<file path="src/verilog/afifo_pkg.sv">
package afifo_pkg;

   //////////////////////////////////////////////////
   // bank geometry
   //////////////////////////////////////////////////

   // channel count must stay a power of two
   localparam int NUM_CHAN = 4;
   localparam int CHAN_W = 2;

   // word width
   localparam int DATA_W = 32;

   // per channel FIFO size
   localparam int FIFO_DEPTH = 16;
   localparam int ADDR_W = 4;

   // drop counter width
   localparam int CNT_W = 16;

   //////////////////////////////////////////////////
   // shared vector types
   //////////////////////////////////////////////////

   typedef logic [DATA_W-1:0] data_t;

   typedef logic [CHAN_W-1:0] chan_t;

   // address plus wrap bit
   typedef logic [ADDR_W:0] ptr_t;

   typedef logic [CNT_W-1:0] cnt_t;

   // one bit per channel
   typedef logic [NUM_CHAN-1:0] chan_mask_t;

endpackage
</file>
<file path="src/verilog/fifo_bank.sv">
module fifo_bank
   import afifo_pkg::*;
(
   input  logic       rd_clk,
   input  logic       rst,
   input  logic       wr_en,
   input  chan_t      wr_chan,
   input  data_t      wr_data,
   input  logic       drain_en,
   output logic       out_valid,
   output chan_t      out_chan,
   output data_t      out_data,
   output chan_mask_t full,
   output chan_mask_t almost_full,
   output cnt_t       drop_count
);

   // router to channel FIFOs
   chan_mask_t push;
   data_t      push_data;

   // channel FIFOs to drain
   chan_mask_t empty;
   chan_mask_t pop;
   data_t      rd_data [NUM_CHAN];

   //////////////////////////////////////////////////
   // write side
   //////////////////////////////////////////////////

   write_router router0 (
      .rd_clk     (rd_clk),
      .rst        (rst),
      .wr_en      (wr_en),
      .wr_chan    (wr_chan),
      .wr_data    (wr_data),
      .full       (full),
      .push       (push),
      .push_data  (push_data),
      .drop_count (drop_count)
   );

   //////////////////////////////////////////////////
   // channel FIFOs
   //////////////////////////////////////////////////

   for (genvar g = 0; g < NUM_CHAN; g++)
   begin : g_chan
      chan_fifo fifo0 (
         .rd_clk      (rd_clk),
         .rst         (rst),
         .push        (push[g]),
         .push_data   (push_data),
         .pop         (pop[g]),
         .rd_data     (rd_data[g]),
         .empty       (empty[g]),
         .full        (full[g]),
         .almost_full (almost_full[g])
      );
   end

   //////////////////////////////////////////////////
   // read side
   //////////////////////////////////////////////////

   rr_drain drain0 (
      .rd_clk    (rd_clk),
      .rst       (rst),
      .drain_en  (drain_en),
      .empty     (empty),
      .fifo_data (rd_data),
      .pop       (pop),
      .out_valid (out_valid),
      .out_chan  (out_chan),
      .out_data  (out_data)
   );

endmodule

</file>
<file path="src/verilog/rr_drain.sv">
module rr_drain
   import afifo_pkg::*;
(
   input  logic       rd_clk,
   input  logic       rst,
   input  logic       drain_en,
   input  chan_mask_t empty,
   input  data_t      fifo_data [NUM_CHAN],
   output chan_mask_t pop,
   output logic       out_valid,
   output chan_t      out_chan,
   output data_t      out_data
);

   // first channel to try is one past the last served
   chan_t rr_ptr;

   chan_t sel;
   logic  found;
   logic  take;

   //////////////////////////////////////////////////
   // arbitration
   //////////////////////////////////////////////////

   // index math wraps naturally since NUM_CHAN is 2**CHAN_W
   always_comb
   begin
      found = 1'b0;
      sel   = rr_ptr;
      for (int i = 0; i < NUM_CHAN; i++)
      begin
         if (!found && !empty[rr_ptr + chan_t'(i)])
         begin
            found = 1'b1;
            sel   = rr_ptr + chan_t'(i);
         end
      end
   end

   assign take = drain_en && found;

   always_comb
   begin
      pop = '0;
      if (take)
      begin
         pop[sel] = 1'b1;
      end
   end

   // only moves on a real pop
   always_ff @(posedge rd_clk)
   begin
      if (rst)
      begin
         rr_ptr <= '0;
      end
      else if (take)
      begin
         rr_ptr <= sel + chan_t'(1);
      end
   end

   //////////////////////////////////////////////////
   // output register
   //////////////////////////////////////////////////

   always_ff @(posedge rd_clk)
   begin
      if (rst)
      begin
         out_valid <= 1'b0;
      end
      else
      begin
         out_valid <= take;
      end
   end

   // head word is sampled in the pop cycle
   always_ff @(posedge rd_clk)
   begin
      if (take)
      begin
         out_chan <= sel;
         out_data <= fifo_data[sel];
      end
   end

endmodule

</file>
<file path="src/verilog/write_router.sv">
module write_router
   import afifo_pkg::*;
(
   input  logic       rd_clk,
   input  logic       rst,
   input  logic       wr_en,
   input  chan_t      wr_chan,
   input  data_t      wr_data,
   input  chan_mask_t full,
   output chan_mask_t push,
   output data_t      push_data,
   output cnt_t       drop_count
);

   // held write from the previous cycle
   logic  held_valid;
   chan_t held_chan;
   data_t held_data;

   logic drop;

   //////////////////////////////////////////////////
   // input stage
   //////////////////////////////////////////////////

   always_ff @(posedge rd_clk)
   begin
      if (rst)
      begin
         held_valid <= 1'b0;
      end
      else
      begin
         held_valid <= wr_en;
      end
   end

   always_ff @(posedge rd_clk)
   begin
      held_chan <= wr_chan;
      held_data <= wr_data;
   end

   assign push_data = held_data;

   //////////////////////////////////////////////////
   // steering
   //////////////////////////////////////////////////

   // full flag is checked in the push cycle itself
   always_comb
   begin
      push = '0;
      drop = 1'b0;
      if (held_valid)
      begin
         if (full[held_chan])
         begin
            drop = 1'b1;
         end
         else
         begin
            push[held_chan] = 1'b1;
         end
      end
   end

   // saturates at all ones
   always_ff @(posedge rd_clk)
   begin
      if (rst)
      begin
         drop_count <= '0;
      end
      else if (drop && (drop_count != '1))
      begin
         drop_count <= drop_count + cnt_t'(1);
      end
   end

endmodule

</file>
<file path="src/verilog/chan_fifo.sv">
module chan_fifo
   import afifo_pkg::*;
(
   input  logic  rd_clk,
   input  logic  rst,
   input  logic  push,
   input  data_t push_data,
   input  logic  pop,
   output data_t rd_data,
   output logic  empty,
   output logic  full,
   output logic  almost_full
);

   data_t mem [FIFO_DEPTH];

   ptr_t wr_ptr;
   ptr_t rd_ptr;

   // occupancy now and after this cycle's push/pop
   ptr_t fill;
   ptr_t fill_next;

   logic [ADDR_W-1:0] wr_addr;
   logic [ADDR_W-1:0] rd_addr;

   //////////////////////////////////////////////////
   // storage
   //////////////////////////////////////////////////

   assign wr_addr = wr_ptr[ADDR_W-1:0];
   assign rd_addr = rd_ptr[ADDR_W-1:0];

   // head word is always visible
   assign rd_data = mem[rd_addr];

   always_ff @(posedge rd_clk)
   begin
      if (push)
      begin
         mem[wr_addr] <= push_data;
      end
   end

   //////////////////////////////////////////////////
   // pointers
   //////////////////////////////////////////////////

   always_ff @(posedge rd_clk)
   begin
      if (rst)
      begin
         wr_ptr <= '0;
         rd_ptr <= '0;
      end
      else
      begin
         if (push)
         begin
            wr_ptr <= wr_ptr + ptr_t'(1);
         end
         if (pop)
         begin
            rd_ptr <= rd_ptr + ptr_t'(1);
         end
      end
   end

   // wrap bit makes the plain difference exact up to FIFO_DEPTH
   assign fill = wr_ptr - rd_ptr;
   assign fill_next = fill + ptr_t'(push) - ptr_t'(pop);

   //////////////////////////////////////////////////
   // flags
   //////////////////////////////////////////////////

   // empty tracks both sides, so it clears right after the first push
   always_ff @(posedge rd_clk)
   begin
      if (rst)
      begin
         empty <= 1'b1;
      end
      else
      begin
         empty <= (fill_next == '0);
      end
   end

   // full side looks ahead at push only
   always_ff @(posedge rd_clk)
   begin
      if (rst)
      begin
         full        <= 1'b0;
         almost_full <= 1'b0;
      end
      else
      begin
         full <= (fill == ptr_t'(FIFO_DEPTH)) ||
                 ((fill == ptr_t'(FIFO_DEPTH-1)) && push);
         almost_full <= (fill >= ptr_t'(FIFO_DEPTH-2)) ||
                        ((fill == ptr_t'(FIFO_DEPTH-3)) && push);
      end
   end

endmodule

</file>
<file path="config.mk">
export PLATFORM = sky130hd
export DESIGN_NAME = fifo_bank
export DESIGN_NICKNAME = d
export VERILOG_FILES = /design/src/verilog/afifo_pkg.sv /design/src/verilog/fifo_bank.sv /design/src/verilog/rr_drain.sv /design/src/verilog/write_router.sv /design/src/verilog/chan_fifo.sv
export SDC_FILE = /design/constraint.sdc
export NUM_CORES = 2
export LEC_CHECK = 0
export ABC_AREA = 1
export BUFFER_PORTS_ARGS = -buffer_cell sky130_fd_sc_hd__buf_4
export CAP_MARGIN = 15
export CELL_PAD_IN_SITES_DETAIL_PLACEMENT = 0
export CELL_PAD_IN_SITES_GLOBAL_PLACEMENT = 1
export CORE_MARGIN = 3
export CORE_UTILIZATION = 45
export CTS_CLUSTER_SIZE = 12
export DETAILED_ROUTE_END_ITERATION = 16
export HOLD_SLACK_MARGIN = 0.03
export PLACE_DENSITY = 0.82
export SLEW_MARGIN = 5
export SYNTH_ARGS = -nofsm -noshare
export SYNTH_HDL_FRONTEND = slang
export SYNTH_HIERARCHICAL = 1
export SYNTH_SLANG_ARGS = --single-unit
</file>
<file path="constraint.sdc">
create_clock -name rd_clk -period 3.33 [get_ports rd_clk]
set_clock_uncertainty 0.1 [all_clocks]
set_input_delay 0.4995 -clock rd_clk [delete_from_list [all_inputs] [get_ports rd_clk]]
set_output_delay 0.4995 -clock rd_clk [all_outputs]
set_load 0.01 [all_outputs]
</file>
Yosys cells after proc, flatten, opt, wreduce, memory -nomap -nowiden --
Memories as Yosys holds them, arrays and structs flattened. A register that Yosys moved wholly into a read port is not among the register bits. Cells that the tools add are included.
Operators by class: add/sub/neg operators 25, multipliers 0, div/mod/pow operators 0, order comparisons 13, equality and inequality tests 13, shift-type cells 0, mux-type cells 45, bitwise logic cells 1, reductions and logical operators 32
Operators by type and width (number):
- $bmux 32 s2 | 1
- $mux 32 | 2
- $mux 4 | 11
- $add 5x1->5 const B | 8
- $eq 5x4->1 const B | 8
- $mux 1 | 21
- $add 5x1->5 | 4
- $eq 5x5->1 const B | 4
- $ge 5x4->1 const B | 4
- $logic_not 5->1 | 4
- $sub 5x1->5 | 4
- $sub 5x5->5 | 4
- $lt 2x3->1 const B | 6
- $add 16x1->16 const B | 1
- $ne 16x16->1 const B | 1
- $logic_and 1x1->1 | 15
- $bmux 1 s2 | 5
- $logic_or 1x1->1 | 8
- $mux 2 | 3
- $logic_not 1->1 | 5
- $add 2x1->2 const B | 2
- $add 2x2->2 const B | 2
- $demux 1 s2 | 2
- $ge 2x1->1 const B | 2
- 2 further kinds | 2
Storage, ports and cells: bits in registers 140, bits in latches 0, bits in writable memories 2048, ROM bits 0, input bits 38, output and inout bits 59, word-level logic and storage cells 161, memories 4
Memory list:
- g_chan[0].fifo0.mem | words 16, bits a word 32, rd ports 1, clocked after memory_dff 1, write ports 1, RTL line chan_fifo.sv:15 | data_t mem [FIFO_DEPTH];
- g_chan[1].fifo0.mem | words 16, bits a word 32, rd ports 1, clocked after memory_dff 1, write ports 1, RTL line chan_fifo.sv:15
- g_chan[2].fifo0.mem | words 16, bits a word 32, rd ports 1, clocked after memory_dff 1, write ports 1, RTL line chan_fifo.sv:15
- g_chan[3].fifo0.mem | words 16, bits a word 32, rd ports 1, clocked after memory_dff 1, write ports 1, RTL line chan_fifo.sv:15

Depth between registers and ports, before layout --
word-level depth 19, depth in mapped cells 27, mapped depth without buffers 25

Hierarchy --
Netlist, hierarchy kept.
Modules (own cells, without submodules):
- chan_fifo (g_chan[1].fifo0) | times used 1, cells each 1771, area an instance 22052.4 um^2, seq. area each 15715.1 um^2
- chan_fifo (g_chan[0].fifo0) | times used 1, cells each 1770, area an instance 22048.6 um^2, seq. area each 15715.1 um^2
- chan_fifo (g_chan[3].fifo0) | times used 1, cells each 1771, area an instance 22043.6 um^2, seq. area each 15715.1 um^2
- chan_fifo (g_chan[2].fifo0) | times used 1, cells each 1770, area an instance 22039.9 um^2, seq. area each 15715.1 um^2
- rr_drain | times used 1, cells each 374, area an instance 2642.5 um^2, seq. area each 1081.0 um^2
- write_router | times used 1, cells each 248, area an instance 1884.3 um^2, seq. area each 1021.0 um^2

Least setup slack after synthesis --
No wires, ideal clock.
path kind flip-flop to flip-flop, start point register drain0.rr_ptr[1], end point register g_chan[3].fifo0.empty, setup time 0.060 ns, arrival time 3.171 ns, required time 3.170 ns, slack -0.001 ns, cell stages (with the launch flop) 26, buffers on the path 3, period minus slack after synthesis 3.331 ns, path through dfxtp_1 buf_4 inv_2 nand2_1 nand2_2 nand2_2 nand2_4 nand3_1 nand2_1 nand2_1 nand2_2 inv_2 buf_6 buf_4 nor3_2 ha_1 inv_1 ha_1 inv_1 fa_1 nand2_1 nor2_1 o21ai_0 nor2_1 nand3_1 nand2_1
Between the ends: word-level cells in the longest chain between the ends 19, elaborated cells between the ends (all ways) 35, those cells by class add/sub (4); order compare (2); mux (18); reduce/logical (11)
Ends and longest elaborated chain:
- start, declared | RTL line rr_drain.sv:16 | chan_t rr_ptr;
- start signal, assigned | RTL line rr_drain.sv:61 | rr_ptr <= sel + chan_t'(1);
- $add 2x1->2 | RTL line rr_drain.sv:33, rr_drain.sv:36
- $bmux 1 s2 | RTL line rr_drain.sv:33 | if (!found && !empty[rr_ptr + chan_t'(i)])
- $mux 1 (not written as such) | RTL line rr_drain.sv:33
- $logic_not 1->1 | RTL line rr_drain.sv:33
- $logic_and 1x1->1 | RTL line rr_drain.sv:33
- $mux 1 | RTL line rr_drain.sv:33
- $logic_not 1->1 | RTL line rr_drain.sv:33
- $logic_and 1x1->1 | RTL line rr_drain.sv:33
- (+4 left out)
- $lt 2x3->1 (not written as such) or $ge 2x1->1 (tied branches) | RTL line rr_drain.sv:48 | pop[sel] = 1'b1;
- $logic_and 1x1->1 (not written as such) | RTL line rr_drain.sv:48
- $mux 1 (not written as such) | RTL line rr_drain.sv:48
- $demux 1 s2
- $mux 4 (*) | RTL line rr_drain.sv:46 | if (take)
- net pop[3] | RTL line fifo_bank.sv:24 | chan_mask_t pop;
- $sub 5x1->5 (*) | RTL line chan_fifo.sv:71 | assign fill_next = fill + ptr_t'(push) - ptr_t'(pop);
- $logic_not 5->1 (*) | RTL line chan_fifo.sv:86 | empty <= (fill_next == '0);
- end signal, assigned | RTL line chan_fifo.sv:86
- end, declared | RTL line chan_fifo.sv:10 | output logic empty,
Mark *: on every way through the listed nets, which the timed path passes. The rest lies on a longest branch. The select of a mux whose other input is x is not followed. A chain may end at the register's enable or synchronous reset.

Worst setup path after layout --
start point register drain0.rr_ptr[0], end point register g_chan[3].fifo0.empty
The elaborated chain is that of the path after synthesis.

==> impl_metrics.py <==
metrics = {
    "outcome": {
        "outcome": "finished clean",
    },
    "synthesis": {
        "synth_cells": 7704,
        "synth_top_cell_area_share_pct": 67.4,
        "syn_avg_cell_area_um2": 12.0,
        "synth-seq-cells": 2204,
        "synth_commonest_cells": "2082 x edfxtp_1, 1164 x inv_1, 1005 x nand2_1, 916 x nand3_1, 546 x a21oi_1",
        "synthArstFlopShare_pct": 0,
        "syn-cell-area_um2": 92700,
        "synth.area.top_cells": "edfxtp_1 67%, nand3_1 4.9%, inv_1 4.7%",
        "syn_nets": 7819,
        "synth_largest_area_cell": "edfxtp_1",
        "yosys.cell_count.top_type": "edfxtp_1",
        "ys.flop_type": "edfxtp_1",
        "ys_warn_count": 6,
        "synth.distinct_cells": 44,
        "ys_seq_area_share_pct": 70.1,
        "synth_edf_count": 2082,
    },
    "sta": {
        "rsz0062_at_grt": "true",
        "tightest_slew_ps": 1190,
        "fmax_ghz": 0.302,
        "setup_viol": 0,
        "fin_crit_sh_pct": 99.6,
        "fin_crit_ps": 3320,
        "drv_slew": 0,
        "hold_viol": 0,
        "slew_headroom_pct": 20.4,
    },
    "placement": {
        "port_buffers": 96,
        "place.gp.congestion": 0.876,
        "hpwl_um": 139000,
        "dp_cells": 10300,
    },
    "clock_network": {
        "clock_latency_ps": 850,
        "htreeDepth": 4,
        "cts_tree": "built",
        "root_buffer": "clkbuf_16",
        "clk_pin_slew_ps": 60,
        "clock_path_buffers": 3,
        "clock_sinks": 2204,
        "numCtsBuffers": 212,
    },
    "layout": {
        "synthToLayoutAreaGrowth_pct": 12.2,
        "instances_no_fill": 10700,
        "drive_gt1_share_pct": 9.57,
        "layout.nets": 7963,
    },
    "critical_path": {
        "reg2reg_to": "g_chan[3].fifo0/empty",
        "crit_fanout": 6,
        "r2r_slack_ps": 10,
        "startpoint": "drain0/rr_ptr[0]",
        "cpPeakStageDelay_ps": 530,
        "start_kind": "register",
        "crit_path_top_delay_cell": "fa_2",
        "worst_ep_required_time_ps": 4000,
        "r2r_cells": 22,
        "crit_top_cell": "nand2_2",
        "critical_path.cell_chain": "buf_6 > nand2_2 > nand2_2 > nand2_2 > nand2_4 > nor2_8 > nand4_1 > nand2_4 > buf_6 > inv_4 > nor3_4 > ha_1 > inv_1 > ha_2 > inv_2 > fa_2 > nand2_1 > nor2_1 > o21ai_1 > nor2_1 > nand3_1 > nand2_2",
        "cp.arrival_ps": 3990,
        "timing.rr.start": "drain0/rr_ptr[0]",
        "end_kind": "register",
        "crit_type": "reg -> reg",
    },
    "global_routing": {
        "grtUsageTotal_pct": 21.9,
        "grt_start_max_net_pins": 162,
        "antenna_found_initial": 9,
        "grtUsageMet2_pct": 35.6,
        "use_met1_pct": 30.2,
        "grt_pass1_vias": 55300,
        "use_met3_pct": 3.40,
        "grt_busiest_layer": "met2",
        "overflow": 0,
        "grt_pass1_wl_um": 348000,
    },
    "floorplan": {
        "io_pins": 97,
        "die_h_um": 460,
        "core_area_um2": 204000,
        "die_x_um": 460,
        "rows": 165,
        "initial_core_util_pct": 45.5,
        "die_area_um2": 212000,
    },
    "min_path": {
        "hold_end": "drain0/out_valid",
        "hold_class": "in -> reg",
        "hold_path_depth": 4,
        "hold_path.startpoint": "drain_en",
    },
    "route": {
        "drt_iter0_drc": 6351,
        "drc": 0,
        "via_per_inst": 5.50,
        "ant_nets": 0,
        "drtPass1Iterations": 8,
        "vias": 58600,
        "wl_per_cell_um": 22.1,
        "finalWirelength_um": 236000,
    },
    "power_and_ir_drop": {
        "total_power_mw": 71.4,
        "p_leak_nw": 36.8,
        "p_per_area_nw_per_um2": 687,
        "ir_drop_mv": 0.921,
    },
    "job": {
        "maxCapViolCount": 0,
    },
}
## worst max-delay path, delay by kind of cell, from the launching register on
family	cells	cell delay (ps)
AND/OR/NAND/NOR	13	1380
adder cells (fa/ha/maj)	3	970
flip-flops	1	380
buffers and inverters	5	380
AO/OA/AOI/OAI	1	70
## worst max path at each step
stage,depth (start not counted),to,slack [ps]
after detailed placement,23,g_chan[3].fifo0/empty,-180
after global routing,22,g_chan[1].fifo0/empty,-210
after CTS,23,g_chan[3].fifo0/empty,-50
after global placement,22,g_chan[1].fifo0/empty,-210
final,22,g_chan[3].fifo0/empty,10
after floorplan,9,g_chan[0].fifo0/mem[15][0],30
## layout by cell type, fill, tap and decap left out, types with 6 or more instances in the layout
| cell | count |
|---|---|
| o211ai_1 | 512 |
| nor2_4 | 67 |
| o21ai_1 | 267 |
| nand3_1 | 915 |
| dfxtp_4 | 10 |
| dfxtp_1 | 75 |
| a31oi_1 | 8 |
| nand2_1 | 995 |
| clkbuf_16 | 215 |
| nand2_2 | 16 |
| nor2_1 | 112 |
| nor3_1 | 10 |
| clkinv_1 | 12 |
| edfxtp_1 | 2082 |
| nor4_1 | 8 |
| inv_2 | 9 |
| fa_1 | 6 |
| ha_1 | 67 |
| a21oi_1 | 546 |
| o21a_1 | 12 |
| clkbuf_1 | 96 |
| clkbuf_8 | 9 |
| clkinv_2 | 6 |
| o21ai_0 | 264 |
| buf_4 | 240 |
| inv_6 | 7 |
| buf_12 | 107 |
| xor2_1 | 19 |
| dfxtp_2 | 37 |
| dlygate4sd3_1 | 37 |
| inv_1 | 1162 |
## where the power goes
| part | internal [mW] | leakage [nW] | total, mW | switching, mW |
|---|---|---|---|---|
| Clock | 12.2 | 2.96 | 22.0 | 9.84 |
| Sequential | 31.1 | 19.8 | 32.1 | 0.970 |
| Combinational | 5.64 | 14.1 | 17.3 | 11.7 |
| Total | 48.9 | 36.8 | 71.4 | 22.5 |
## flip-flops by register name, summed over array words and instances (netlist names), 16 cells and up, named ones only
register / count
router0/push_data: 32
g_chan.fifo0/mem: 2048
drain0/out_data: 32
g_chan.fifo0/rd_ptr: 20
g_chan.fifo0/wr_ptr: 20
router0/drop_count: 16
## cell families (layout without fill, tap and decap cells)
logic type      Yosys count  in the layout  synth area share (%)
compound gates         1621           1621                  10.2
xor+xnor                 23             23                 0.217
fa+ha+maj                77             77                  1.10
other cells               0              3                     0
buf+inv                1630           1913                  8.28
flops                  2204           2204                  70.1
simple gates           2149           2149                  10.1
## stage by stage
step	hold slack [ps]	area (um^2)	TNS [ps]	setup WS [ps]	util, %
5_1_grt	79.4	104000	-705	-206	51.1
3_3_place_gp	390	97300	-680	-209	47.8
2_1_floorplan	382	92700	0	26.0	-
4_1_cts	44.6	104000	-49.3	-49.3	51.0
6_report	103	104000	0	14.2	51.1
3_5_place_dp	411	97300	-483	-183	47.8
## layout make-up
type	instances	area (um^2)
Fill cell	17100	99600
Clock buffer	320	5860
Timing Repair Buffer	387	4350
Multi-Input combinational cell	3870	20700
Clock inverter	33	293
Inverter	1173	4410
Sequential cell	2204	65000
Antenna cell	3	7.51
Tap cell	2672	3340
## routing by layer
metal	wire, um	part of all wire (%)
met5	13	0.0055
met4	7710	3.3
met3	18400	7.8
met2	112000	48
met1	97400	41
## what timing repair did
action | CTS | global route
pin swaps | 1 | 19
resized for setup | 9 | 32
hold endpoints to repair | 43 | 0
endpoints found under the setup margin | 4 | 4
hold buffers | 37 | 0
buffers inserted | 0 | 4
Power figures use the tool's default switching activity.
